**src/hw/dfPkg.sv**
```systemverilog
// Sample, stream and configuration types of the decimator
// Fixed halfband and compensator coefficients
// Rounding and saturation helpers shared by the stages
package dfPkg;

    // Q1.17 sample
    typedef logic signed [17:0] sampleT;
    // Wide accumulator for products and sums
    typedef logic signed [63:0] wideT;

    typedef struct packed {
        logic   en;
        sampleT data;
    } streamT;

    typedef struct packed {
        logic        bypassHb0;
        logic        bypassCic;
        logic        bypassHb1;
        logic        bypassFir;
        logic [5:0]  cicShift;
        logic [14:0] cicDecimation;
    } dfConfigT;

    localparam int unsigned SAMPLE_FRAC = 17;
    localparam sampleT SAMPLE_MAX = 18'sh1ffff;
    // Most negative Q1.17 value
    localparam sampleT SAMPLE_MIN = 18'sh20000;

    // Outer, inner and center halfband taps; zero taps are left out
    // 2*outer + 2*inner + center = 2^17
    localparam sampleT HB_TAPS [3] = '{-18'sd4096, 18'sd36864, 18'sd65536};

    // Compensator taps in eighths: -1/8, 5/4, -1/8
    localparam int unsigned COMP_FRAC = 3;
    localparam logic signed [4:0] COMP_TAPS [3] = '{-5'sd1, 5'sd10, -5'sd1};

    function automatic wideT roundShift(input wideT v, input int unsigned sh);
        wideT half;
        half = wideT'(1) <<< (sh - 1);
        return (v + half) >>> sh;
    endfunction

    function automatic sampleT saturate(input wideT v);
        if (v > wideT'(SAMPLE_MAX)) begin
            return SAMPLE_MAX;
        end
        if (v < wideT'(SAMPLE_MIN)) begin
            return SAMPLE_MIN;
        end
        return sampleT'(v);
    endfunction

endpackage

```
**src/hw/cicComp.sv**
```systemverilog
// Three-tap CIC droop compensator
// Symmetric taps -1/8, 5/4, -1/8 with unity DC gain
module cicComp (
    input  logic          clk,
    input  logic          rst,
    input  dfPkg::streamT in,
    output dfPkg::streamT out
);
    import dfPkg::*;

    sampleT hist [2];
    wideT   acc;

    // Small constant products reduce to shifts and adds
    always_comb begin
        acc = (wideT'(in.data) + wideT'(hist[1])) * wideT'(COMP_TAPS[0])
            + wideT'(hist[0]) * wideT'(COMP_TAPS[1]);
    end

    always_ff @(posedge clk) begin
        if (rst) begin
            out.en <= 1'b0;
        end else begin
            out.en <= in.en;
            if (in.en) begin
                hist[0]  <= in.data;
                hist[1]  <= hist[0];
                out.data <= saturate(roundShift(acc, COMP_FRAC));
            end
        end
    end

endmodule

```
**config.mk**
```make
export PLATFORM = sky130hd
export DESIGN_NAME = cicComp
export DESIGN_NICKNAME = d
export VERILOG_FILES = /design/src/hw/dfPkg.sv /design/src/hw/cicComp.sv
export SDC_FILE = /design/constraint.sdc
export NUM_CORES = 1
export LEC_CHECK = 0
export BUFFER_PORTS_ARGS = -buffer_cell sky130_fd_sc_hd__buf_2
export CAP_MARGIN = 20
export CORE_ASPECT_RATIO = 2
export CORE_MARGIN = 2
export CORE_UTILIZATION = 56
export CTS_CLUSTER_SIZE = 12
export DETAILED_ROUTE_END_ITERATION = 8
export GPL_ROUTABILITY_DRIVEN = 0
export PLACE_DENSITY = 0.9
export REMOVE_ABC_BUFFERS = 1
export SLEW_MARGIN = 20
export SYNTH_ARGS = -nofsm -noshare
export SYNTH_HDL_FRONTEND = slang
export SYNTH_SLANG_ARGS = --single-unit
```
**constraint.sdc**
```tcl
create_clock -name clk -period 7.2 [get_ports clk]
set_clock_uncertainty 0.15 [all_clocks]
set_input_delay 0.36 -clock clk [delete_from_list [all_inputs] [get_ports clk]]
set_output_delay 0.36 -clock clk [all_outputs]
set_load 0.005 [all_outputs]
```
# After elaboration in Yosys (flattened, before gate mapping)
# Memories as Yosys holds them, arrays and structs flattened.
# Cells that the tools add are included.
# classes
n_bitwise	1
muxes	14
multipliers	1
n_lt_le_gt_ge	2
addsub	4
reduce_logical	1
# op_table
operator	count
$mux 18	4
$add 64x23->64	1
$add 64x4->64 const B	1
$neg 19->64	1
$gt 61x18->1 const B	1
$lt 61x18->1 const B	1
$mul 18x4->22 const B	1
$add 18x18->19	1
$mux 1	10
$reduce_and 2->1	1
$not 1->1	1
# totals
reg_bits	19
elab_cells	26
inputBits	21
mem_bits_rw	36
output_inout_bits	19
memories	1
# memory_table
memory	depth	word_bits	read_ports	rd_clocked_by_memory_dff	wr	line	source
hist	2	18	2	0	2	cicComp.sv:11	sampleT hist [2];

# Logic depth before layout (Yosys ltp)
# An unclocked memory read counts as a cell.
# depth
word_depth	14
mapped_depth	33
mapped_depth_nobuf	32

# Worst setup path before layout
# OpenSTA, ideal clock, no wires.
# synth_path
path_kind	flip-flop to flip-flop
start	mem hist[0][1] in the netlist's numbering
end	reg out[3] in the netlist's numbering (data pin)
arrival_time_ns	7.069
synth_period_minus_slack_ns	7.494
t_required_ns	6.775
path_stages_with_launch	29
slack_ns	-0.294
n_path_buf	1
cell_sequence	edfxtp_1 -> ha_1 -> ha_1 -> fa_1 -> a21o_1 -> a21oi_1 -> o21a_1 -> o31ai_1 -> o41ai_1 -> o21ai_0 -> o21a_1 -> nor2_1 -> xnor2_1 -> fa_1 -> ha_1 -> ha_1 -> a21o_1 -> a2111o_1 -> a31o_2 -> a21o_1 -> a21o_1 -> ha_1 -> or3_1 -> o32a_1 -> nor4_1 -> nand3b_1 -> nor4b_4 -> buf_6 -> o32ai_1
# synth_rtl
item	line	source
start, declared	cicComp.sv:11	
end, declared	cicComp.sv:7	output dfPkg::streamT out

==> impl_metrics.csv <==
group,metric,value,unit
sta,worst_slew_pin_slew,844,ps
clocking,numCtsBuffers,5,
setup_path,cp-end-kind,"flip-flop",
setup_path,worstSetupStartpointType,"flip-flop",
finish,mostFrequentLayoutCell,"buf_4",
die,dieArea,9930,µm²
setup_path,critical_path_class,"reg2reg",
die,die_w,71.5,µm
yosys,yosys_warnings,0,
sta,hold_viol_final,0,
global_route,antenna_found_initial,0,
global_route,grt_usage,25.9,%
route,routedWlPerCell,21.0,µm
finish,diodes,0,
yosys,synthFlopType,"edfxtp_1",
worst_hold_path,hold_path.startpoint,"in[0]",
clocking,htreeDepth,2,
sta,hold_ws,90.4,ps
route,wirelength,14800,µm
place,hpwl,9410,µm
die,floorplan.initialDensity,57.0,%
route,antenna_left,0,
sta,setup_violations,17,
run,drv_cap,0,
pwr,p_leak,2.99,nW
finish,finalNetCount,736,
setup_path,critPathLaunch,"hist[0][3]",
yosys,avgSynthCellArea,10.5,µm²
place,io_buffers,39,
sta,fmax,132,MHz
sta,slew_violations,0,
clocking,cts_tree,"built",
yosys,ys_ff_latch,55,
route,drt_first_pass_iters,5,
die,core_area,8950,µm²
sta,fin_crit_sh,106,%
finish,finish.instance_area,6580,µm²
yosys,yosysSeqAreaShare,32.2,%
clocking,path_clk_slew,80,ps
yosys,ys_types,53,
finish,final_cell_mix,"buf_4, ha_1, inv_1, edfxtp_1, buf_2",
worst_hold_path,hold_class,"in2reg",
global_route,grt_pass1_vias,4602,
clocking,cts-root-buf,"clkbuf_16",
sta,layout_setup_ws,-400,ps
die,rows,49,
clocking,clkSinkCount,55,
place,placed_area,5860,µm²
setup_path,crit_arrival,7500,ps
setup_path,timing.reg2reg.setup_slack,-400,ps
place,pre_cts_slack,-506,ps
global_route,grt_start_max_net_pins,55,
sta,finalCriticalPeriod,7600,ps
clocking,clock_latency,310,ps
die,die_h,139,µm
setup_path,cpMaxStageDelayCell,"fa_1",
route,drt_iter0_drc,321,
finish,drive_gt1_share,31.4,%
outcome,violations,"negative setup slack",
route,vias,4549,
sta,rsz0062_at_grt,"true",
sta,slew_headroom,43.0,%
clocking,clock_path_buffers,2,
global_route,overflow,0,
setup_path,required,7100,ps
global_route,grt_pass1_wl,20500,µm
setup_path,cp_slowest_stage_delay,490,ps
clocking,hold_buffers,0,
setup_path,worstPathMaxFanout,8,
yosys,async_reset_ff_share,0,%
outcome,status,"finished with violations",
setup_path,r2r_start,"hist[0][3]",
pwr,p_per_area,406,nW/µm²
yosys,netlist_instances,487,
pwr,vdd_ir_drop_max,0.253,mV
die,pin_count,40,
yosys,synth_edf_count,54,
route,viasPerCell,6.43,
yosys,synth_area,5100,µm²
route,remaining_drc_errors,0,
finish,areaGrowthSynthToFinish,29.0,%
-- per-layer routing --
| layer | routed length, µm | up-vias | track usage (%) |
|---|---|---|---|
| li1 | - | 2032 | - |
| met1 | 4930 | 2196 | 24.8 |
| met2 | 8360 | 232 | 48.7 |
| met3 | 624 | 89 | 3.56 |
| met4 | 935 | 0 | 16.8 |
| met5 | 0 | - | 0 |
-- path summary, 6_finish.rpt --
check | end | depth (start not counted)
worst min-delay path | hist[0][0] | 1
worst min register to register | hist[0][32] | 0
worst max-delay path | out[10] | 33
worst max register to register | out[10] | 33
-- power by group --
part	total (W)	switching [W]	internal (W)
registers	0.000442	0.0000161	0.000426
clock network	0.000251	0.000120	0.000131
logic	0.00198	0.00104	0.000940
-- synth_stat cells (3+ instances only) --
master     n  area [µm²]
nand3_1    8        40.0
nor2b_1    6        37.5
mux2i_1    3        30.0
o21bai_1   3        22.5
nor4_1     5        31.3
o22ai_1   19         119
a211oi_1   3        22.5
fa_1      23         460
nand4_1    6        37.5
edfxtp_1  54        1620
ha_1      87        1090
xnor2_1   17         149
clkbuf_1   6        22.5
xor2_1    15         131
a31oi_1    3        18.8
nand2b_1   6        37.5
nor2_1    26        97.6
inv_1     56         210
and2_1     4        25.0
o21a_1     4        30.0
o21ai_0   22         110
and3_1     4        25.0
or2_2      3        18.8
a21oi_1   26         130
a21o_1    17         128
nand2_1   17        63.8
nor3_1    11        55.1
-- critical path, delay by kind of cell (launching register included) --
kind / cells / cell delay [ps]
compound gates: 14 / 2680
xor+xnor: 1 / 220
simple gates: 5 / 1180
flops: 1 / 410
fa+ha+maj: 7 / 1780
buf+inv: 6 / 890
-- logic make-up after synthesis --
| family | Yosys count | share of synthesized area (%) |
|---|---|---|
| xor+xnor | 32 | 5.50 |
| buf+inv | 64 | 5.00 |
| compound gates | 120 | 15.7 |
| simple gates | 103 | 10.6 |
| fa+ha+maj | 110 | 30.4 |
| mux | 3 | 0.589 |
| flops | 55 | 32.2 |
-- area by class of cell --
type                       count  area [µm²]
clock buffer                   5         125
clock inverter                 3        21.3
fill                         533        2370
inverter                      56         210
multi-input combinational    368        3630
sequential                    55        1640
tap                          102         128
timing repair buffer         119         825
-- metrics by stage --
step	total power [W]	instances	TNS, ps	utilization, %
after floorplan	0.00146	479	-6550	-
after global placement	0.00194	682	-3550	65.5
after detailed placement	0.00202	682	-8050	65.5
after CTS	0.00236	698	-5100	69.2
after global routing	0.00282	708	-13690	73.5
final	0.00267	708	-6170	73.5
-- repair_timing --
action | CTS | global route
cloned | 1 | 0
pin swaps | 26 | 35
buffers inserted | 7 | 11
resized for setup | 20 | 51
setup endpoints to repair | 17 | 17
-- sequential cells by signal (all words and copies together) (netlist names) --
name and flops:
out 19, hist 36
Power figures use the tool's default switching activity.
