$ cat config.mk
export PLATFORM = sky130hd
export DESIGN_NAME = dfRegs
export DESIGN_NICKNAME = d
export VERILOG_FILES = /design/src/hw/busPkg.sv /design/src/hw/dfPkg.sv /design/src/hw/dfRegs.sv
export SDC_FILE = /design/constraint.sdc
export NUM_CORES = 1
export LEC_CHECK = 0
export BUFFER_PORTS_ARGS = -buffer_cell sky130_fd_sc_hd__buf_2
export CELL_PAD_IN_SITES_DETAIL_PLACEMENT = 0
export CELL_PAD_IN_SITES_GLOBAL_PLACEMENT = 2
export CORE_MARGIN = 4
export CORE_UTILIZATION = 21
export CTS_CLUSTER_SIZE = 40
export DETAILED_ROUTE_END_ITERATION = 8
export GPL_TIMING_DRIVEN = 0
export MAX_ROUTING_LAYER = met4
export PLACE_DENSITY_LB_ADDON = 0.1
export SYNTH_ARGS = -nofsm -noshare
export SYNTH_HDL_FRONTEND = slang
export SYNTH_SLANG_ARGS = --single-unit
$ cat constraint.sdc
create_clock -name clk -period 1.8 [get_ports clk]
set_clock_uncertainty 0.1 [all_clocks]
set_input_delay 0.36 -clock clk [delete_from_list [all_inputs] [get_ports clk]]
set_output_delay 0.36 -clock clk [all_outputs]
set_load 0.05 [all_outputs]
$ cat src/hw/busPkg.sv
// Bus request type for the control port
// Address word with register and FIR coefficient views
// Address space codes for the upper nibble
package busPkg;

    typedef struct packed {
        logic [12:0] addr;
        logic [31:0] din;
        logic [3:0]  byteWrite;
    } busReqT;

    typedef struct packed {
        logic [3:0] space;
        logic [6:0] unused;
        logic [1:0] regIndex;
    } regViewT;

    typedef struct packed {
        logic [3:0] space;
        logic [4:0] unused;
        logic [3:0] tapIndex;
    } firViewT;

    // Same 13 address bits decoded per space
    typedef union packed {
        regViewT regView;
        firViewT firView;
    } busAddrT;

    localparam logic [3:0] REG_SPACE = 4'h1;
    localparam logic [3:0] FIR_SPACE = 4'h2;

endpackage

$ cat src/hw/dfPkg.sv
// Sample, stream and configuration types of the decimator
// Fixed halfband and compensator coefficients
// Rounding and saturation helpers shared by the stages
package dfPkg;

    // Q1.17 sample
    typedef logic signed [17:0] sampleT;
    // Wide accumulator for products and sums
    typedef logic signed [63:0] wideT;

    typedef struct packed {
        logic   en;
        sampleT data;
    } streamT;

    typedef struct packed {
        logic        bypassHb0;
        logic        bypassCic;
        logic        bypassHb1;
        logic        bypassFir;
        logic [5:0]  cicShift;
        logic [14:0] cicDecimation;
    } dfConfigT;

    localparam int unsigned SAMPLE_FRAC = 17;
    localparam sampleT SAMPLE_MAX = 18'sh1ffff;
    // Most negative Q1.17 value
    localparam sampleT SAMPLE_MIN = 18'sh20000;

    // Outer, inner and center halfband taps; zero taps are left out
    // 2*outer + 2*inner + center = 2^17
    localparam sampleT HB_TAPS [3] = '{-18'sd4096, 18'sd36864, 18'sd65536};

    // Compensator taps in eighths: -1/8, 5/4, -1/8
    localparam int unsigned COMP_FRAC = 3;
    localparam logic signed [4:0] COMP_TAPS [3] = '{-5'sd1, 5'sd10, -5'sd1};

    function automatic wideT roundShift(input wideT v, input int unsigned sh);
        wideT half;
        half = wideT'(1) <<< (sh - 1);
        return (v + half) >>> sh;
    endfunction

    function automatic sampleT saturate(input wideT v);
        if (v > wideT'(SAMPLE_MAX)) begin
            return SAMPLE_MAX;
        end
        if (v < wideT'(SAMPLE_MIN)) begin
            return SAMPLE_MIN;
        end
        return sampleT'(v);
    endfunction

endpackage

$ cat src/hw/dfRegs.sv
// Control registers of the decimator
// Byte-lane writes, combinational readback, configuration output
module dfRegs (
    input  logic            clk,
    input  logic            rst,
    input  busPkg::busReqT  bus,
    input  logic            regSel,
    output logic [31:0]     rdata,
    output dfPkg::dfConfigT cfg
);
    import busPkg::*;

    busAddrT addr;
    logic    wrBypass;
    logic    wrCic;

    assign addr     = bus.addr;
    assign wrBypass = regSel && (addr.regView.regIndex == 2'd0);
    assign wrCic    = regSel && (addr.regView.regIndex == 2'd1);

    always_ff @(posedge clk) begin
        if (rst) begin
            // Everything bypassed, D = 4, shift 6
            cfg.bypassHb0     <= 1'b1;
            cfg.bypassCic     <= 1'b1;
            cfg.bypassHb1     <= 1'b1;
            cfg.bypassFir     <= 1'b1;
            cfg.cicShift      <= 6'd6;
            cfg.cicDecimation <= 15'd4;
        end else begin
            if (wrBypass && bus.byteWrite[0]) begin
                {cfg.bypassFir, cfg.bypassHb1, cfg.bypassCic, cfg.bypassHb0} <= bus.din[3:0];
            end
            if (wrCic && bus.byteWrite[0]) begin
                cfg.cicShift <= bus.din[5:0];
            end
            if (wrCic && bus.byteWrite[2]) begin
                cfg.cicDecimation[7:0] <= bus.din[23:16];
            end
            if (wrCic && bus.byteWrite[3]) begin
                cfg.cicDecimation[14:8] <= bus.din[30:24];
            end
        end
    end

    // Unmapped indices read as zero
    always_comb begin
        rdata = '0;
        case (addr.regView.regIndex)
            2'd0: begin
                rdata[3:0] = {cfg.bypassFir, cfg.bypassHb1, cfg.bypassCic, cfg.bypassHb0};
            end
            2'd1: begin
                rdata[5:0]   = cfg.cicShift;
                rdata[30:16] = cfg.cicDecimation;
            end
            default: begin
                rdata = '0;
            end
        endcase
    end

endmodule

# Word-level counts from Yosys, hierarchy flattened
# Cells that the tools add are included.
# op_classes
n_reduce_logical,7
mux,3
n_eq_ne,1
# ops
operator,n
two-way mux 15 bit,1
case mux 4 bit (2 select lines),1
logical AND 1 bit,6
equality test 2 x 1 -> 1 bit (second input constant),1
logical NOT 2 bit,1
two-way mux 2 bit,1
# totals
output_inout_bits,57
wordCells,18
input_bits,52
reg_bits,25

# Depth between registers and ports, before layout
# logic_depth
ltp_word,3
mapped_depth,4
depth_no_buf,2

# Worst setup path before layout
# OpenSTA, ideal clock, no wires.
# synth_path
path_type,reg2out
start,reg cfg[15] (netlist bit)
end,out rdata[0]
path_buffers,0
stages_incl_launch_ff,3
required_ns,1.340
slack_ns,-0.095
arrival_ns,1.435
path_cell_list,dfxtp_1 -> mux2i_1 -> nor2_1
# synth_between
elab_chain_len,1
# synth_rtl
item,line,source
from (decl),dfRegs.sv:9,output dfPkg::dfConfigT cfg
case mux 4 bit (2 select lines),dfRegs.sv:49,case (addr.regView.regIndex)
to (decl),dfRegs.sv:8,"output logic [31:0] rdata,"
# No other way between the ends.

# Final worst setup path
# layout_path
start,in bus[37] (netlist bit)
end,out rdata[20]
# layout_between
elab_chain_len,2
# layout_rtl
item,line,source
from (decl),dfRegs.sv:6,"input busPkg::busReqT bus,"
equality test 2 x 1 -> 1 bit,dfRegs.sv:49,
two-way mux 15 bit,dfRegs.sv:49,
# No other way between the ends.

==> qor.txt <==
run status = completed
slowest stage cell, crit path = and2b_4
first-pass iteration count of the detailed router = 2
kind of critical path = in -> out
final max-slew violation count = 0
Setup WS post-layout = 0.0540 ns
Final HPWL DP = 3.08 mm
synthesized flop and latch total = 25
RSZ-0062 raised after global routing = false
CTS buffer count = 3
Bufs on Longest Clock Path = 2
routed wire length = 3.99 mm
ratio of final minimum period to clock period = 97.0%
die height = 88.8 um
Root Buffer = clkbuf_8
worst path cell trace = clkbuf_4 -> and2b_4 -> clkbuf_8 -> and2_2 -> buf_4
total of max-cap violations = 0
full die area = 0.00788 mm^2
worst flop-to-flop path startpoint = cfg[21]
Yosys top cell by area = dfxtp_1
drt drc = 0
biggest regs = cfg (25)
Place WS = -0.502 ns
diodes inserted = 0
num ports = 109
register area = 500 um^2
clk_lat worst skew = 0.27 ns
Wirelength per Cell = 12.6 um
Placer Congestion = 0.682
Setup crit end kind = output pin
DR vias = 1,221
commonest non-fill, non-tap cell in the layout = buf_2
Hold WS = 0.235 ns
Post-Route M1 WL = 1.92 mm
Buf/Inv on CP = 3
gr usage total = 10.5%
Avg Vias per Cell = 3.86
core footprint = 0.00635 mm^2
synthesized cell area = 0.00137 mm^2
DR top layer = met4
layout cells sized above 1 = 46.0%
CTS Hold Bufs = 0
Leak Pwr = 0.958 nW
Synth Instances = 151
maximum VDD drop = 0.262 mV
Worst Setup Start Kind = input pin
total grt overflow = 0
initial antenna violation count = 0
Area Overhead vs Synth = 48.1%
die width = 88.8 um
port bufs = 72
DRT antenna net count = 0
# setup viols final = 0
clock slew seen by the registers of the worst setup and hold paths = 0.09 ns
critical path required time = 1.34 ns
Yosys top cell area share = 36.5%
CP arrival = 1.29 ns
min cycle time layout = 1.75 ns
DR iter-0 viols = 28
initial core utilization = 21.6%
setup tns final = 0 ns
Power Dens Cells = 600 mW/mm^2
total power = 1.22 mW
Yosys cell types = 13
hold path startpoint = bus[32]
TritonCTS clock tree = yes
htree depth = 1
top cells by area, synth = dfxtp_1 37%, mux2i_1 21%, nand2b_1 16%, and2_1 7.8%, buf_4 7.1%
Largest Register = cfg
global-route wire length before repair = 6.06 mm
max reg flops = 25
crit-path max FO = 10
Fill cells = 685
number of global-route vias before repair = 1,158
Final Hold Vio Count = 0
Max Fclk = 0.573 GHz
most frequent cells in the layout = 59 x buf_2, 36 x nand2b_1, 29 x mux2i_1, 25 x dfxtp_1, 17 x buf_4
largest net degree at the start of global routing = 14
Avg Inst Size Synth = 9.07 um^2
crit-path max cell delay = 0.28 ns
Critical path origin = bus[37]
nets@finish = 292
cell family with most CP delay = buffers and inverters
sequential share of the synthesized area = 36.5%
Routed met2 length = 1.75 mm
Synthesis Warnings = 0
num rows = 29
worst min path class = in -> reg
multi-input combinational cell area = 796 um^2
CTS sink count = 25
met3 WL = 303 um
-- layout make-up --
type,instances,area share (%)
clock buffers,4,2.22
plain buffers,22,7.21
repair buffers,74,21.9
well taps,77,4.75
flip-flops and latches,25,24.7
multi-input cells,114,39.2
-- logic make-up (layout without fill, tap and decap cells) --
logic type,after synthesis,count (layout),share of synthesized area (%)
AND/OR/NAND/NOR,74,74,32.1
buffers and inverters,22,100,9.95
multiplexers,29,29,21.2
other,1,11,0.274
flip-flops,25,25,36.5
-- worst reg2reg max path: cells and delay by family (launching register included) --
family | cells | cell delay, ns
and+or+nand+nor | 1 | 0.11
muxes | 1 | 0.07
DFF | 1 | 0.34
-- layer usage --
metal  vias up  GRT usage [%]
met1       536           14.5
met3         2           1.96
met4         0           3.30
met5         -              -
met2        47           15.5
li1        636              -
-- cell usage after synthesis (all sizes together) --
cell / count
clkbuf: 6
and4b: 3
and2: 17
mux2i: 29
nor2: 16
nand2b: 36
and2b: 1
buf: 16
conb: 1
nor4bb: 1
dfxtp: 25
-- final timing paths --
| kind | to | slack (ns) | cells past startpoint |
|---|---|---|---|
| worst max-delay path | rdata[20] | 0.05 | 5 |
| worst min-delay path | cfg[12] | 0.23 | 3 |
| worst max register to register | cfg[21] | 1.08 | 2 |
| worst min register to register | cfg[4] | 0.39 | 2 |
-- what timing repair did --
item	in CTS	in global routing
gates resized for setup	15	14
endpoints found under the setup margin	17	16
gates cloned	0	0
setup buffers	2	0
-- through the flow --
| step | utilization, % | instances | cell area (um^2) |
|---|---|---|---|
| after CTS | 31.3 | 316 | 1980 |
| after floorplan | - | 161 | 1430 |
| final | 32.0 | 316 | 2030 |
| after global placement | 29.7 | 310 | 1890 |
| after detailed placement | 29.7 | 310 | 1890 |
| after global routing | 32.0 | 316 | 2030 |
-- where the power goes --
| part | internal [mW] | switching [mW] | total (mW) |
|---|---|---|---|
| logic | 0.105 | 0.199 | 0.304 |
| clock network | 0.158 | 0.182 | 0.340 |
| registers | 0.565 | 0.00890 | 0.574 |
| total | 0.828 | 0.390 | 1.22 |
No activity file was read; power rests on OpenSTA's default activity.
