## src/hw/dfPkg.sv

```systemverilog
// Sample, stream and configuration types of the decimator
// Fixed halfband and compensator coefficients
// Rounding and saturation helpers shared by the stages
package dfPkg;

    // Q1.17 sample
    typedef logic signed [17:0] sampleT;
    // Wide accumulator for products and sums
    typedef logic signed [63:0] wideT;

    typedef struct packed {
        logic   en;
        sampleT data;
    } streamT;

    typedef struct packed {
        logic        bypassHb0;
        logic        bypassCic;
        logic        bypassHb1;
        logic        bypassFir;
        logic [5:0]  cicShift;
        logic [14:0] cicDecimation;
    } dfConfigT;

    localparam int unsigned SAMPLE_FRAC = 17;
    localparam sampleT SAMPLE_MAX = 18'sh1ffff;
    // Most negative Q1.17 value
    localparam sampleT SAMPLE_MIN = 18'sh20000;

    // Outer, inner and center halfband taps; zero taps are left out
    // 2*outer + 2*inner + center = 2^17
    localparam sampleT HB_TAPS [3] = '{-18'sd4096, 18'sd36864, 18'sd65536};

    // Compensator taps in eighths: -1/8, 5/4, -1/8
    localparam int unsigned COMP_FRAC = 3;
    localparam logic signed [4:0] COMP_TAPS [3] = '{-5'sd1, 5'sd10, -5'sd1};

    function automatic wideT roundShift(input wideT v, input int unsigned sh);
        wideT half;
        half = wideT'(1) <<< (sh - 1);
        return (v + half) >>> sh;
    endfunction

    function automatic sampleT saturate(input wideT v);
        if (v > wideT'(SAMPLE_MAX)) begin
            return SAMPLE_MAX;
        end
        if (v < wideT'(SAMPLE_MIN)) begin
            return SAMPLE_MIN;
        end
        return sampleT'(v);
    endfunction

endpackage

```

## src/hw/cicDecimator.sv

```systemverilog
// Multi-stage CIC decimator
// Integrators on every input strobe, combs at the decimated rate
// Programmable ratio and output gain shift with saturation
module cicDecimator #(
    parameter int CIC_STAGES = 3
) (
    input  logic          clk,
    input  logic          rst,
    input  dfPkg::streamT in,
    input  logic [14:0]   decimation,
    input  logic [5:0]    gainShift,
    output dfPkg::streamT out
);
    import dfPkg::*;

    // Bit growth of 15 bits per stage for the largest ratio
    localparam int ACC_W = $bits(sampleT) + CIC_STAGES * 15;

    typedef logic signed [ACC_W-1:0] accT;

    accT         integ [CIC_STAGES];
    accT         combDelay [CIC_STAGES];
    accT         combTap [CIC_STAGES];
    accT         scaled;
    logic [14:0] count;
    logic        lastStrobe;
    logic        combFire;

    assign lastStrobe = (count + 15'd1) >= decimation;

    // Comb differences from the last integrator
    always_comb begin
        combTap[0] = integ[CIC_STAGES - 1] - combDelay[0];
        for (int k = 1; k < CIC_STAGES; k++) begin
            combTap[k] = combTap[k - 1] - combDelay[k];
        end
        scaled = combTap[CIC_STAGES - 1] >>> gainShift;
    end

    always_ff @(posedge clk) begin
        if (rst) begin
            for (int k = 0; k < CIC_STAGES; k++) begin
                integ[k]     <= '0;
                combDelay[k] <= '0;
            end
            count    <= '0;
            combFire <= 1'b0;
            out.en   <= 1'b0;
        end else begin
            // Integrator wrap-around cancels in the combs
            if (in.en) begin
                integ[0] <= integ[0] + accT'(in.data);
                for (int k = 1; k < CIC_STAGES; k++) begin
                    integ[k] <= integ[k] + integ[k - 1];
                end
                count <= lastStrobe ? '0 : count + 15'd1;
            end
            combFire <= in.en && lastStrobe;
            out.en   <= combFire;
            if (combFire) begin
                combDelay[0] <= integ[CIC_STAGES - 1];
                for (int k = 1; k < CIC_STAGES; k++) begin
                    combDelay[k] <= combTap[k - 1];
                end
                out.data <= saturate(wideT'(scaled));
            end
        end
    end

endmodule

```

## config.mk

```make
export PLATFORM = sky130hd
export DESIGN_NAME = cicDecimator
export DESIGN_NICKNAME = d
export VERILOG_FILES = /design/src/hw/dfPkg.sv /design/src/hw/cicDecimator.sv
export SDC_FILE = /design/constraint.sdc
export NUM_CORES = 2
export LEC_CHECK = 0
export ABC_AREA = 1
export BUFFER_PORTS_ARGS = -buffer_cell sky130_fd_sc_hd__buf_4
export CORE_MARGIN = 4
export CORE_UTILIZATION = 65
export DETAILED_ROUTE_END_ITERATION = 8
export PLACE_DENSITY_LB_ADDON = 0.3
export SLEW_MARGIN = 0
export SYNTH_ARGS = -nofsm -noshare
export SYNTH_HDL_FRONTEND = slang
export SYNTH_SLANG_ARGS = --single-unit
```

## constraint.sdc

```tcl
create_clock -name clk -period 11.1 [get_ports clk]
set_input_delay 2.22 -clock clk [delete_from_list [all_inputs] [get_ports clk]]
set_output_delay 2.22 -clock clk [all_outputs]
set_load 0.005 [all_outputs]
```

==> Word-level counts from Yosys, hierarchy flattened <==
Memories as Yosys holds them, arrays and structs flattened.
Index checks and enable logic that the tools add are counted.
{ "op_classes": {"n_addsub": 7, "order_cmp": 3, "shifts": 1, "n_mux": 26, "n_bitwise": 7, "n_reduce_logical": 2} }
{ "ops": {"columns": ["cell", "n"], "rows": [
  ["$mux W63", 6],
  ["$sub A63 B63 Y63", 3],
  ["$add A63 B63 Y63", 2],
  ["$mux W18", 4],
  ["$add A63 B18 Y63", 1],
  ["$gt A63 B18 Y1 const B", 1],
  ["$lt A63 B18 Y1 const B", 1],
  ["$sshr A63 B6 Y63", 1],
  ["$add A15 B1 Y15 const B", 1],
  ["$ge A15 B15 Y1", 1],
  ["$mux W1", 15],
  ["$mux W15", 1],
  ["$or A1 B1 Y1", 6],
  ["$reduce_and A2 Y1", 1],
  ["$logic_and A1 B1 Y1", 1],
  ["$not A1 Y1", 1]
]} }
{ "totals": {"ff_bits": 35, "ram_bits": 378, "in_bits": 42, "elab_cells": 52, "n_memories": 2} }
{ "mem_list": {"columns": ["name", "words", "word_bits", "read_ports", "rd_clocked_by_memory_dff", "wr", "line_no", "text"], "rows": [
  ["combDelay", 3, 63, 3, 0, 3, "cicDecimator.sv:22", "accT combDelay [CIC_STAGES];"],
  ["integ", 3, 63, 3, 0, 3, "cicDecimator.sv:21", "accT integ [CIC_STAGES];"]
]} }

==> Logic depth before layout (Yosys ltp) <==
{ "logic_depth": {"ltp_word": 13, "ltp_mapped": 71, "mapped_depth_nobuf": 70} }

==> Least setup slack after synthesis <==
No wires, ideal clock.
{ "synth_path": {"path_kind": "input port to flip-flop", "startpoint": "input port in[18] (netlist name)", "endpoint": "memory integ[0][0] (netlist name) (enable)", "setup_ns": 0.629, "arrival_time_ns": 7.680, "t_required_ns": 10.471, "setup_slack_ns": 2.791, "path_stages": 3, "path_cell_list": "nor2_1 inv_1 clkbuf_1"} }
{ "synth_rtl": {"columns": ["element", "line_no", "text"], "rows": [
  ["start: declaration", "cicDecimator.sv:9", "input dfPkg::streamT in,"],
  ["end: declaration", "cicDecimator.sv:21", null]
]} }

==> flow_metrics.env <==
export IMPL_area_growth_pct=6.30
export IMPL_detail_route_wl_per_cell_um=16.2
export IMPL_fin_setup_tns_ns=0
export IMPL_portBuffers=60
export IMPL_powerDensity_mw_per_mm2=243
export IMPL_yosys_warnings=0
export IMPL_overflow=0
export IMPL_critPathMostFrequentCell="nand2_1"
export IMPL_vdd_ir_drop_max_mv=0.146
export IMPL_grt_total_usage=0.322
export IMPL_ant_nets=0
export IMPL_io_pins=61
export IMPL_timing_final_crit_share=0.909
export IMPL_grt_start_max_net_pins=140
export IMPL_drc_errors=0
export IMPL_max_stage_delay_ns=0.43
export IMPL_stdcell_count=6846
export IMPL_cp_arrival_ns=10.43
export IMPL_start_util=0.655
export IMPL_worstSetupPathType="reg -> reg"
export IMPL_p_leak_nw=21.1
export IMPL_layout_nets=6396
export IMPL_startpoint_type="flop"
export IMPL_synth_ff_type="edfxtp_1"
export IMPL_worstMarginPinSlew_ns=1.18
export IMPL_drtIter0Drc=3167
export IMPL_dp_cells=6756
export IMPL_timing_slew_headroom=0.215
export IMPL_ys_types=68
export IMPL_yosysSeqAreaShare=0.297
export IMPL_avgSynthCellArea_sq_um=6.92
export IMPL_cts_sinks=413
export IMPL_grt_pass1_vias=38000
export IMPL_numCtsBuffers=48
export IMPL_final_max_slew_viol_count=0
export IMPL_skew_ns=0.0320
export IMPL_dp_hpwl_um=86100
export IMPL_die_area_sq_mm=0.0675
export IMPL_fin_util=0.696
export IMPL_syn_nets=6394
export IMPL_cts_buffer_depth=3
export IMPL_hold_path_class="reg -> reg"
export IMPL_drv_cap=0
export IMPL_crit_path_max_fanout=17
export IMPL_num_antenna_cells=0
export IMPL_syn_area_sq_mm=0.0412
export IMPL_period_minus_slack_ns=10.09
export IMPL_hold_depth=2
export IMPL_die_h_um=260
export IMPL_max_freq_mhz=99.1
export IMPL_r2r_slack_ns=1.01
export IMPL_antenna_found_initial=0
export IMPL_cts_tree="yes"
export IMPL_dr_total_vias=39400
export IMPL_hold_buffers=0
export IMPL_synth_seq_cells=413
export IMPL_clock_latency_ns=0.61
export IMPL_worstPathRequired_ns=11.44
export IMPL_viasPerCell=5.75
export IMPL_end_kind="flop"
export IMPL_wirelength_um=111000
export IMPL_r2r_cells=66
export IMPL_status="completed"
export IMPL_drive_gt1_frac=0.0452
export IMPL_async_flop_share=0
export IMPL_die_x_um=260
export IMPL_gp_congestion=1.02
export IMPL_synth_edff_count=396
export IMPL_p_total_w=0.0106
export IMPL_ctsResizeCount=0
export IMPL_grt_pass1_wl_um=181000
export IMPL_core_sq_mm=0.0630
export IMPL_cp_slowest_cell="edfxtp_1"
export IMPL_cts_reportedPaths_clkPinSlew_ns=0.06
export IMPL_final_setup_viol_count=0
export IMPL_hold_viol=0
export IMPL_rr_endpoint="out[8]"
export IMPL_reg2reg_from="integ[0][130]"
export IMPL_cts_setup_buffers=0
export IMPL_rsz0062_at_grt="no"
export IMPL_cts_root_buffer="clkbuf_16"
export IMPL_min_from="count[14]"
export IMPL_holdPathEnd="count[14]"
export IMPL_synthCells=5958
export IMPL_cts_htree_levels=2
export IMPL_drt_first_pass_iters=8
export IMPL_rows=92
## cell families (layout without fill, tap and decap cells)
kind of cell,after synthesis,after routing,synth area share
and+or+nand+nor,2466,2466,0.250
DFF,413,413,0.297
buffers and inverters,1091,1133,0.104
xor gates and xnor gates,170,170,0.0361
muxes,5,5,0.00121
AOI/OAI and AO/OA,1419,1419,0.192
adders and majority gates,394,394,0.121
## how the worst max path moves through the flow
stage                       start     endpoint  slack (ns)  cells after the start
floorplan                  in[18]  integ[0][0]        2.79                      3
global placement    integ[0][126]       out[4]        1.47                     60
detailed placement  integ[0][126]       out[3]        1.44                     60
CTS                 integ[0][130]       out[3]        1.28                     63
global route        integ[0][126]       out[5]        0.26                     63
finish              integ[0][130]       out[8]        1.01                     66
## synth_stat cells, types with 50 or more instances
master,n,area share
o21ai_1,50,0.0061
edfxtp_1,396,0.29
xor2_1,123,0.026
inv_1,945,0.086
nand2_1,1250,0.11
a21oi_1,651,0.079
ha_1,388,0.12
o21a_1,83,0.015
o21ai_0,365,0.044
nor2_1,658,0.060
nand3_1,383,0.046
a31oi_1,94,0.014
clkbuf_1,57,0.0052
## metrics by stage
| step | setup slack, ns | cell area, sq um | hold slack, ns |
|---|---|---|---|
| floorplan | 2.79 | 41200 | 0.428 |
| global placement | 1.47 | 42200 | 0.461 |
| detailed placement | 1.44 | 42200 | 0.474 |
| CTS | 1.28 | 43800 | 0.489 |
| global route | 0.259 | 43800 | 0.527 |
| finish | 1.01 | 43800 | 0.490 |
## critical path: cells and delay by family, from the launching register on
family	cells	cell delay [ns]
AOI/OAI and AO/OA	15	3.13
xor gates and xnor gates	2	0.47
adders and majority gates	3	1.12
buffers and inverters	7	0.54
DFF	1	0.43
and+or+nand+nor	39	4.12
## flip-flops by register name, summed over array words and instances (netlist names)
register   flops
out           19
integ        189
combFire       1
count         15
combDelay    189
## layout make-up
class	instances	area, sq um
Timing Repair Buffer	73	548
Sequential cell	413	12200
Inverter	970	3670
Multi-Input combinational cell	4454	24700
Fill cell	5456	19100
Clock buffer	56	1270
Clock inverter	34	330
Tap cell	846	1060
## per-layer routing
| layer | share of wire | track usage | vias up |
|---|---|---|---|
| met3 | 0.046 | 0.0352 | 321 |
| met5 | 0 | 0 | - |
| met4 | 0.056 | 0.161 | 0 |
| met1 | 0.42 | 0.388 | 17900 |
| li1 | - | - | 20000 |
| met2 | 0.48 | 0.570 | 1151 |
## power by group
part	switching, W	internal (W)	leakage (nW)
clock	0.000684	0.000939	0.774
sequential	0.0000846	0.00185	4.33
combinational	0.00481	0.00226	16.0
total	0.00558	0.00505	21.1
## cell usage in the layout, fill, tap and decap left out, types with 23 or more instances in the layout
cell type / n
nand3_1: 383
o21ai_0: 365
inv_1: 940
nor2_1: 657
a21oi_1: 651
ha_1: 388
o21bai_1: 31
edfxtp_1: 396
o21ai_1: 50
nand2_2: 36
a31oi_1: 94
nand2_1: 1248
clkbuf_16: 48
xnor2_1: 47
o21a_1: 83
a21boi_0: 23
nor3_1: 38
xor2_1: 123
buf_4: 73
(Power assumes the default switching activity.)
