**config.mk**
```make
export PLATFORM = sky130hd
export DESIGN_NAME = halfbandDecimate
export DESIGN_NICKNAME = d
export VERILOG_FILES = /design/src/hw/dfPkg.sv /design/src/hw/halfbandDecimate.sv
export SDC_FILE = /design/constraint.sdc
export NUM_CORES = 1
export LEC_CHECK = 0
export BUFFER_PORTS_ARGS = -buffer_cell sky130_fd_sc_hd__buf_2
export CAP_MARGIN = 40
export CELL_PAD_IN_SITES_DETAIL_PLACEMENT = 0
export CELL_PAD_IN_SITES_GLOBAL_PLACEMENT = 1
export CORE_MARGIN = 2
export CORE_UTILIZATION = 45
export CTS_CLUSTER_DIAMETER = 100
export CTS_CLUSTER_SIZE = 25
export DETAILED_ROUTE_END_ITERATION = 8
export GPL_TIMING_DRIVEN = 0
export PLACE_DENSITY = 0.79
export SKIP_CTS_REPAIR_TIMING = 1
export SYNTH_ARGS = -nofsm -noshare
export SYNTH_HDL_FRONTEND = slang
export SYNTH_SLANG_ARGS = --single-unit
```
**constraint.sdc**
```tcl
create_clock -name clk -period 11.7 [get_ports clk]
set_input_delay 1.17 -clock clk [delete_from_list [all_inputs] [get_ports clk]]
set_output_delay 1.17 -clock clk [all_outputs]
set_load 0.005 [all_outputs]
```
**src/hw/dfPkg.sv**
```systemverilog
// Sample, stream and configuration types of the decimator
// Fixed halfband and compensator coefficients
// Rounding and saturation helpers shared by the stages
package dfPkg;

    // Q1.17 sample
    typedef logic signed [17:0] sampleT;
    // Wide accumulator for products and sums
    typedef logic signed [63:0] wideT;

    typedef struct packed {
        logic   en;
        sampleT data;
    } streamT;

    typedef struct packed {
        logic        bypassHb0;
        logic        bypassCic;
        logic        bypassHb1;
        logic        bypassFir;
        logic [5:0]  cicShift;
        logic [14:0] cicDecimation;
    } dfConfigT;

    localparam int unsigned SAMPLE_FRAC = 17;
    localparam sampleT SAMPLE_MAX = 18'sh1ffff;
    // Most negative Q1.17 value
    localparam sampleT SAMPLE_MIN = 18'sh20000;

    // Outer, inner and center halfband taps; zero taps are left out
    // 2*outer + 2*inner + center = 2^17
    localparam sampleT HB_TAPS [3] = '{-18'sd4096, 18'sd36864, 18'sd65536};

    // Compensator taps in eighths: -1/8, 5/4, -1/8
    localparam int unsigned COMP_FRAC = 3;
    localparam logic signed [4:0] COMP_TAPS [3] = '{-5'sd1, 5'sd10, -5'sd1};

    function automatic wideT roundShift(input wideT v, input int unsigned sh);
        wideT half;
        half = wideT'(1) <<< (sh - 1);
        return (v + half) >>> sh;
    endfunction

    function automatic sampleT saturate(input wideT v);
        if (v > wideT'(SAMPLE_MAX)) begin
            return SAMPLE_MAX;
        end
        if (v < wideT'(SAMPLE_MIN)) begin
            return SAMPLE_MIN;
        end
        return sampleT'(v);
    endfunction

endpackage

```
**src/hw/halfbandDecimate.sv**
```systemverilog
// Seven-tap halfband filter with decimation by two
// Symmetric sum over the fixed taps, rounded and saturated
module halfbandDecimate (
    input  logic          clk,
    input  logic          rst,
    input  dfPkg::streamT in,
    output dfPkg::streamT out
);
    import dfPkg::*;

    // Six stored samples plus the incoming one form the window
    sampleT hist [6];
    logic   keep;
    wideT   outerPair;
    wideT   innerPair;
    wideT   acc;

    // Window positions 1 and 5 hold zero taps
    always_comb begin
        outerPair = wideT'(in.data) + wideT'(hist[5]);
        innerPair = wideT'(hist[1]) + wideT'(hist[3]);
        acc = outerPair * wideT'(HB_TAPS[0])
            + innerPair * wideT'(HB_TAPS[1])
            + wideT'(hist[2]) * wideT'(HB_TAPS[2]);
    end

    always_ff @(posedge clk) begin
        if (in.en) begin
            hist[0] <= in.data;
            for (int k = 1; k < 6; k++) begin
                hist[k] <= hist[k - 1];
            end
        end
    end

    // Every second filtered sample goes out
    always_ff @(posedge clk) begin
        if (rst) begin
            keep   <= 1'b0;
            out.en <= 1'b0;
        end else begin
            out.en <= in.en && keep;
            if (in.en) begin
                keep <= ~keep;
            end
            if (in.en && keep) begin
                out.data <= saturate(roundShift(acc, SAMPLE_FRAC));
            end
        end
    end

endmodule

```
Word level (Yosys, flattened, before mapping)

Memories as Yosys holds them, arrays and structs flattened.
Index checks and enable logic that the tools add are counted.

Add/sub/neg operators: 6
$mul: 1
Order comparisons: 2
Multiplexer cells: 13
Bitwise gates (word level): 2
Reductions and logical operators: 2

Operator list:

| kind                   | count |
|---|---|
| $mux 18                | 4 |
| $add 64x18->64 const B | 1 |
| $add 64x34->64         | 1 |
| $add 64x36->64         | 1 |
| $neg 19->52            | 1 |
| $gt 47x18->1 const B   | 1 |
| $lt 47x18->1 const B   | 1 |
| $add 18x18->19         | 2 |
| $mul 19x5->24 const B  | 1 |
| $mux 1                 | 9 |
| $not 1->1              | 2 |
| $reduce_and 2->1       | 1 |
| $logic_and 1x1->1      | 1 |

Register bits after elaboration: 20
RAM bits: 108
Input port bits: 21
Output and inout port bits: 19
Memories kept: 1

Memory list:

| name | depth | bits a word | rd ports | clocked after memory_dff | write ports | line                   | RTL |
|---|---|---|---|---|---|---|---|
| hist | 6     | 18          | 6        | 0                        | 6           | halfbandDecimate.sv:12 | `sampleT hist [6];` |

Longest topological paths before layout

Gate-level depths: netlist of run 1.
An unclocked memory read counts as a cell.

Word-level depth: 15
Depth in mapped cells: 43

Worst setup path after synthesis of run 1

No wires, ideal clock.

Kind: reg-to-reg
From: memory hist[3][1] in the netlist's numbering
To: register out[12] in the netlist's numbering (data pin)
Data arrival time: 8842 ps
Slack: 2587 ps
Stages on the path, launching flop included: 42
Path buffers: 4
Cells stage by stage: edfxtp_1 ha_1 a21o_1 a21oi_1 o21ai_0 a21oi_1 o21bai_1 a211o_1 a31oi_1 o21ai_0 o21ai_0 nand2b_1 a21oi_1 xnor2_1 ha_1 ha_1 a21o_1 a21oi_1 [... 6 more ...] ha_1 or2_2 ha_1 ha_1 buf_2 a21o_1 a21o_1 a21oi_2 o31ai_2 a21boi_2 nand2_1 o311ai_2 nand2_1 or3_1 or4_4 o22ai_4 buf_12 o2111ai_2

RTL lines:

| item        | line                   | RTL |
|---|---|---|
| from (decl) | halfbandDecimate.sv:12 |  |
| to (decl)   | halfbandDecimate.sv:7  | `output dfPkg::streamT out` |

==> qor.yml, run 1 <==
run_status:
  outcome: "complete, no violations"
timing:
  drv_slew: 0
  post-route-period-util: 0.934
  timing.final.hold_violations: 0
  slew_headroom: 0.554
  rsz0062_at_grt: "no"
  worst-slew-pin-transition_ns: 0.663
  fin_crit_ns: 10.93
  skew_ns: 0.0227
  fmax_mhz: 91.5
  final.setup.tns_ns: 0
  setup_viol: 0
clocking:
  clkTransAtPathRegs_ns: 0.07
  cts_tree: "yes"
  cts_inserted_buffers: 17
  clock_sinks: 128
  htree_levels: 4
  clockRootBuffer: "clkbuf_16"
  insertion_delay_ns: 0.42
  clock_path_buffers: 2
setup_path:
  worst-path-max-fanout: 10
  worst_ep_required_time_ns: 11.82
  ff2ff_setup_slack_ns: 0.77
  cp-start-kind: "flip-flop"
  critPathSlowestCell: "or4_4"
  end_kind: "flip-flop"
  startpoint: "hist[1][0]$_DFFE_PP_"
  cp.arrival_ns: 11.05
  slowest_delay_ns: 0.57
  crit_top_cell: "ha_1"
  criticalPathCategory: "flip-flop to flip-flop"
  worstReg2RegStart: "hist[1][0]$_DFFE_PP_"
global_routing:
  grt_pass1_vias: 9661
  overflow: 0
  grt_max_degree: 73
  grt_pass1_wl_um: 48500
  antenna_found_initial: 0
  track_usage: 0.200
min_path:
  hold_start: "hist[4][0]$_DFFE_PP_"
  hp-class: "flip-flop to flip-flop"
synthesis:
  ys_seq_area_frac: 0.299
  yosys_most_used_dff: "edfxtp_1"
  synthMuxAreaShare: 0.00499
  yosys_register_bits: 128
  synth_top_family_by_area: "adder cells"
  synth_compound_area_frac: 0.174
  async_reset_ff_frac: 0
  syn_inst: 1302
  ys_types: 90
  synth.net_count: 1560
  synth_edf_count: 126
  synth_xor_area_frac: 0.0746
  yosys_warnings: 0
  synthesis.area_um2: 12800
  syn_avg_cell_area_um2: 9.82
  yosys.area_share.simple: 0.153
  synthAdderAreaFrac: 0.245
layout:
  antenna_cells: 0
  n_fill_cell: 2564
  area_growth_pct: 10.4
  layout-drive-gt1-share: 0.127
  nNetsFinal: 1624
die:
  core_um2: 27900
  num_rows: 61
  die_w_um: 173
  num_io_pins: 40
  fp.dieH_um: 173
  start_util: 0.459
  dieArea_um2: 29800
routing:
  drt_iter0_drc: 619
  drc: 0
  first_pass_iters: 5
  wl_um: 29500
  wl_per_cell_um: 16.8
  ant_nets: 0
  vias: 9902
  routed_via_density: 5.64
flow_run:
  cap_viol_max_count: 0
placement:
  gp_congestion: 0.917
  hpwl_um: 23600
  port_buffers: 39
[critical path, delay by kind of cell, from the launching register on]
| family | cells | cell delay (ns) |
|---|---|---|
| AOI/OAI and AO/OA | 18 | 3.84 |
| xor gates and xnor gates | 4 | 1.04 |
| adders and majority gates | 7 | 1.96 |
| buffers and inverters | 4 | 1.37 |
| DFF | 1 | 0.41 |
| and+or+nand+nor | 8 | 1.99 |
[layout by cell type (no fill, tap or decap), types with 17 or more instances in the layout]
cell	count
buf_2	51
edfxtp_1	126
nand2_1	86
nor2_1	64
inv_1	109
o21ai_0	39
nand3_1	71
xnor2_1	72
clkbuf_1	17
clkbuf_16	17
nor3_1	20
or2_2	33
ha_1	215
fa_1	22
a21oi_1	80
xor2_1	37
a21o_1	33
[Yosys cell counts, types with 4 or more instances]
cell type    n  area (µm²)
o31a_1       4        35.0
a21oi_2      4        35.0
nand4_1     14        87.6
o211a_1      5        50.1
nor2b_1     16         100
or2_2       33         206
a31oi_1     11        68.8
clkbuf_8     4        55.1
xnor2_1     72         631
nand2_1     86         323
or3_1        9        56.3
fa_1        22         440
o21ai_0     39         195
a21oi_1     80         400
or4_1        5        37.5
nand3_1     71         355
o21bai_1    14         105
a211oi_1     6        45.0
nand2b_1     8        50.1
nor2_1      65         244
inv_1      109         409
xor2_1      37         324
o2111ai_1   14         123
o211ai_1     8        60.1
edfxtp_1   126        3780
o2111ai_2   11         165
nor4_1       7        43.8
ha_1       215        2690
buf_2       12        60.1
nand3b_1     4        30.0
clkbuf_1    16        60.1
and3_1      11        68.8
o21a_1       9        67.6
a21o_1      33         248
and4_1       4        35.0
o21ai_1     12        60.1
and2_1       8        50.1
nor3_1      20         100
a2111oi_0    4        35.0
[kinds of logic after synthesis]
| family | Yosys count |
|---|---|
| AO/OA/AOI/OAI | 299 |
| XOR/XNOR | 109 |
| adder cells (fa/ha/maj) | 237 |
| buffers and inverters | 145 |
| flip-flops | 128 |
| multiplexers | 6 |
| AND/OR/NAND/NOR | 378 |
[per-layer routing]
metal	global-route usage	part of all wire	wire length, µm	up-vias
met2	0.349	0.48	14300	193
met5	0	0	0	-
li1	-	-	-	4927
met1	0.261	0.46	13700	4746
met3	0.0193	0.025	745	36
met4	0.0677	0.026	768	0
[registers in the layout (all words and copies together), names as in the netlist]
register  cells
hist        108
keep          1
out          19
[stage by stage]
step	utilization	std cells	hold WS [ns]	instance area, µm²	setup slack (ns)
6_report	0.507	1757	0.417	14100	0.769
5_1_grt	0.507	1757	0.425	14100	0.00385
2_1_floorplan	-	1302	0.400	12800	2.59
3_3_place_gp	0.483	1719	0.401	13500	0.910
3_5_place_dp	0.487	1725	0.405	13600	0.874
4_1_cts	0.507	1757	0.419	14100	0.835
[cell type report]
| cell class | count | area (µm²) | share of cell area |
|---|---|---|---|
| buffer | 36 | 230 | 0.0163 |
| tap | 378 | 473 | 0.0335 |
| inverter | 109 | 409 | 0.0290 |
| clock inverter | 14 | 133 | 0.00940 |
| timing repair buffer | 45 | 288 | 0.0204 |
| multi-input combinational | 1029 | 8330 | 0.590 |
| sequential | 128 | 3820 | 0.271 |
| clock buffer | 18 | 429 | 0.0304 |
[final timing paths]
check | cells past startpoint | endpoint
worst max register to register | 41 | out[14]$_SDFFCE_PN1P_
worst min-delay path | 0 | hist[5][0]$_DFFE_PP_
worst max-delay path | 41 | out[14]$_SDFFCE_PN1P_
worst min register to register | 0 | hist[5][0]$_DFFE_PP_
Power of run 1 is left out: the tool's default activity adds up to more than one toggle a clock period on the data nets, which glitch-free logic cannot reach.
==> run 2: changes to the inputs <==
CORE_UTILIZATION = 30   (was 45)
PLACE_DENSITY = 0.58   (was 0.79)
clock period = 13.2 ns   (was 11.7 ns; I/O delays follow)
==> run 2 against run 1 <==
Clock skew shrank 0.0060 ns. Critical path depth fell by 2. Wire length rose by 8.2%.
==> qor.yml, run 2 (synthesis results as in run 1) <==
placement:
  placed_cell_area_um2: 13800
  port_buffers: 39
  gp_congestion: 0.884
  pre_cts_ws_ns: 1.93
  hpwl_um: 25800
routing:
  first_pass_iters: 5
  drt_iter0_drc: 582
  ant_nets: 0
  wl_per_cell_um: 16.6
  vias: 9760
  wl_um: 31900
  routed_via_density: 5.09
  drc: 0
clocking:
  cts_inserted_buffers: 17
  cts_tree: "yes"
  clkTransAtPathRegs_ns: 0.06
  clock_sinks: 128
  clockRootBuffer: "clkbuf_16"
  insertion_delay_ns: 0.44
  htree_levels: 4
  clock_path_buffers: 2
layout:
  largest_reg_flops: 108
  area_growth_pct: 12.4
  finalInstanceArea_um2: 14400
  mostFrequentLayoutCell: "ha_1"
  top_regs: "hist (108), out (19), keep (1)"
  n_fill_cell: 4331
  multi_input_area_um2: 8330
  layout-drive-gt1-share: 0.126
  nNetsFinal: 1624
  seqCellArea_um2: 3820
  top_register: "hist"
  antenna_cells: 0
  final_cell_mix: "215 x ha_1, 126 x edfxtp_1, 109 x inv_1"
die:
  num_rows: 75
  core_um2: 42000
  start_util: 0.304
  fp.dieH_um: 210
  num_io_pins: 40
  die_w_um: 210
  dieArea_um2: 44300
timing:
  setup_viol: 0
  fin_crit_ns: 11.10
  final.setup.tns_ns: 0
  slew_headroom: 0.443
  fmax_mhz: 90.1
  skew_ns: 0.0167
  drv_slew: 0
  whs_ns: 0.412
  worst-slew-pin-transition_ns: 0.835
  timing.final.hold_violations: 0
  timing.final.ws_setup_ns: 2.10
  rsz0062_at_grt: "no"
  post-route-period-util: 0.841
global_routing:
  grt_max_degree: 69
  antenna_found_initial: 0
  track_usage: 0.149
  grt_pass1_vias: 9791
  grt_pass1_wl_um: 51800
  overflow: 0
setup_path:
  crit_family: "compound AO/OA/AOI/OAI gates"
  worst-path-max-fanout: 10
  slowest_delay_ns: 0.69
  end_kind: "flip-flop"
  crit_buf_inv: 3
  critPathSlowestCell: "clkbuf_1"
  crit_top_cell: "ha_1"
  cp.arrival_ns: 11.35
  worst_ep_required_time_ns: 13.45
  criticalPathCategory: "flip-flop to flip-flop"
  cp-start-kind: "flip-flop"
flow_run:
  cap_viol_max_count: 0
run_status:
  outcome: "complete, no violations"
min_path:
  hp-class: "flip-flop to flip-flop"
[run 2: changes by cell type in the layout (fill, tap and decap cells not counted)]
cell and delta:
inv_6 -3, clkinv_1 +1, clkinvlp_4 -2, inv_8 -1, clkinv_4 +2, bufinv_16 +3
[run 2: path summary, 6_finish.rpt]
kind / slack, ns / to / cells past startpoint / startpoint
min: 0.41 / hist[5][15]$_DFFE_PP_ / 0 / hist[4][15]$_DFFE_PP_
max reg2reg: 2.10 / out[6]$_SDFFCE_PN1P_ / 39 / hist[3][1]$_DFFE_PP_
min reg2reg: 0.41 / hist[5][15]$_DFFE_PP_ / 0 / hist[4][15]$_DFFE_PP_
max: 2.10 / out[6]$_SDFFCE_PN1P_ / 39 / hist[3][1]$_DFFE_PP_
[run 2: cell type report]
type / count / area share
inverter: 109 / 0.0285
sequential: 128 / 0.266
clock buffer: 18 / 0.0299
timing repair buffer: 45 / 0.0200
buffer: 36 / 0.0160
multi-input combinational: 1029 / 0.579
tap: 539 / 0.0469
clock inverter: 14 / 0.0133
[run 2: metrics by stage]
step	util	std cells
after floorplan	-	1302
after detailed placement	0.327	1886
after global routing	0.342	1918
after CTS	0.342	1918
final	0.342	1918
after global placement	0.325	1880
[run 2: worst register-to-register path: cells and delay by family, from the launching register on]
family                     cells  cell delay (ns)
and+or+nand+nor                9             2.84
xor gates and xnor gates       4             0.97
buffers and inverters          3             1.45
DFF                            1             0.45
AOI/OAI and AO/OA             17             3.41
adders and majority gates      6             1.83
[run 2: routing by layer]
layer / global-route usage / wire length [µm] / share of wire / up-vias
li1: - / - / - / 4941
met1: 0.194 / 15500 / 0.48 / 4691
met2: 0.255 / 15200 / 0.47 / 100
met3: 0.0155 / 547 / 0.017 / 28
met4: 0.0534 / 758 / 0.024 / 0
met5: 0 / 0 / 0 / -
Power of run 2 is left out for the same reason.
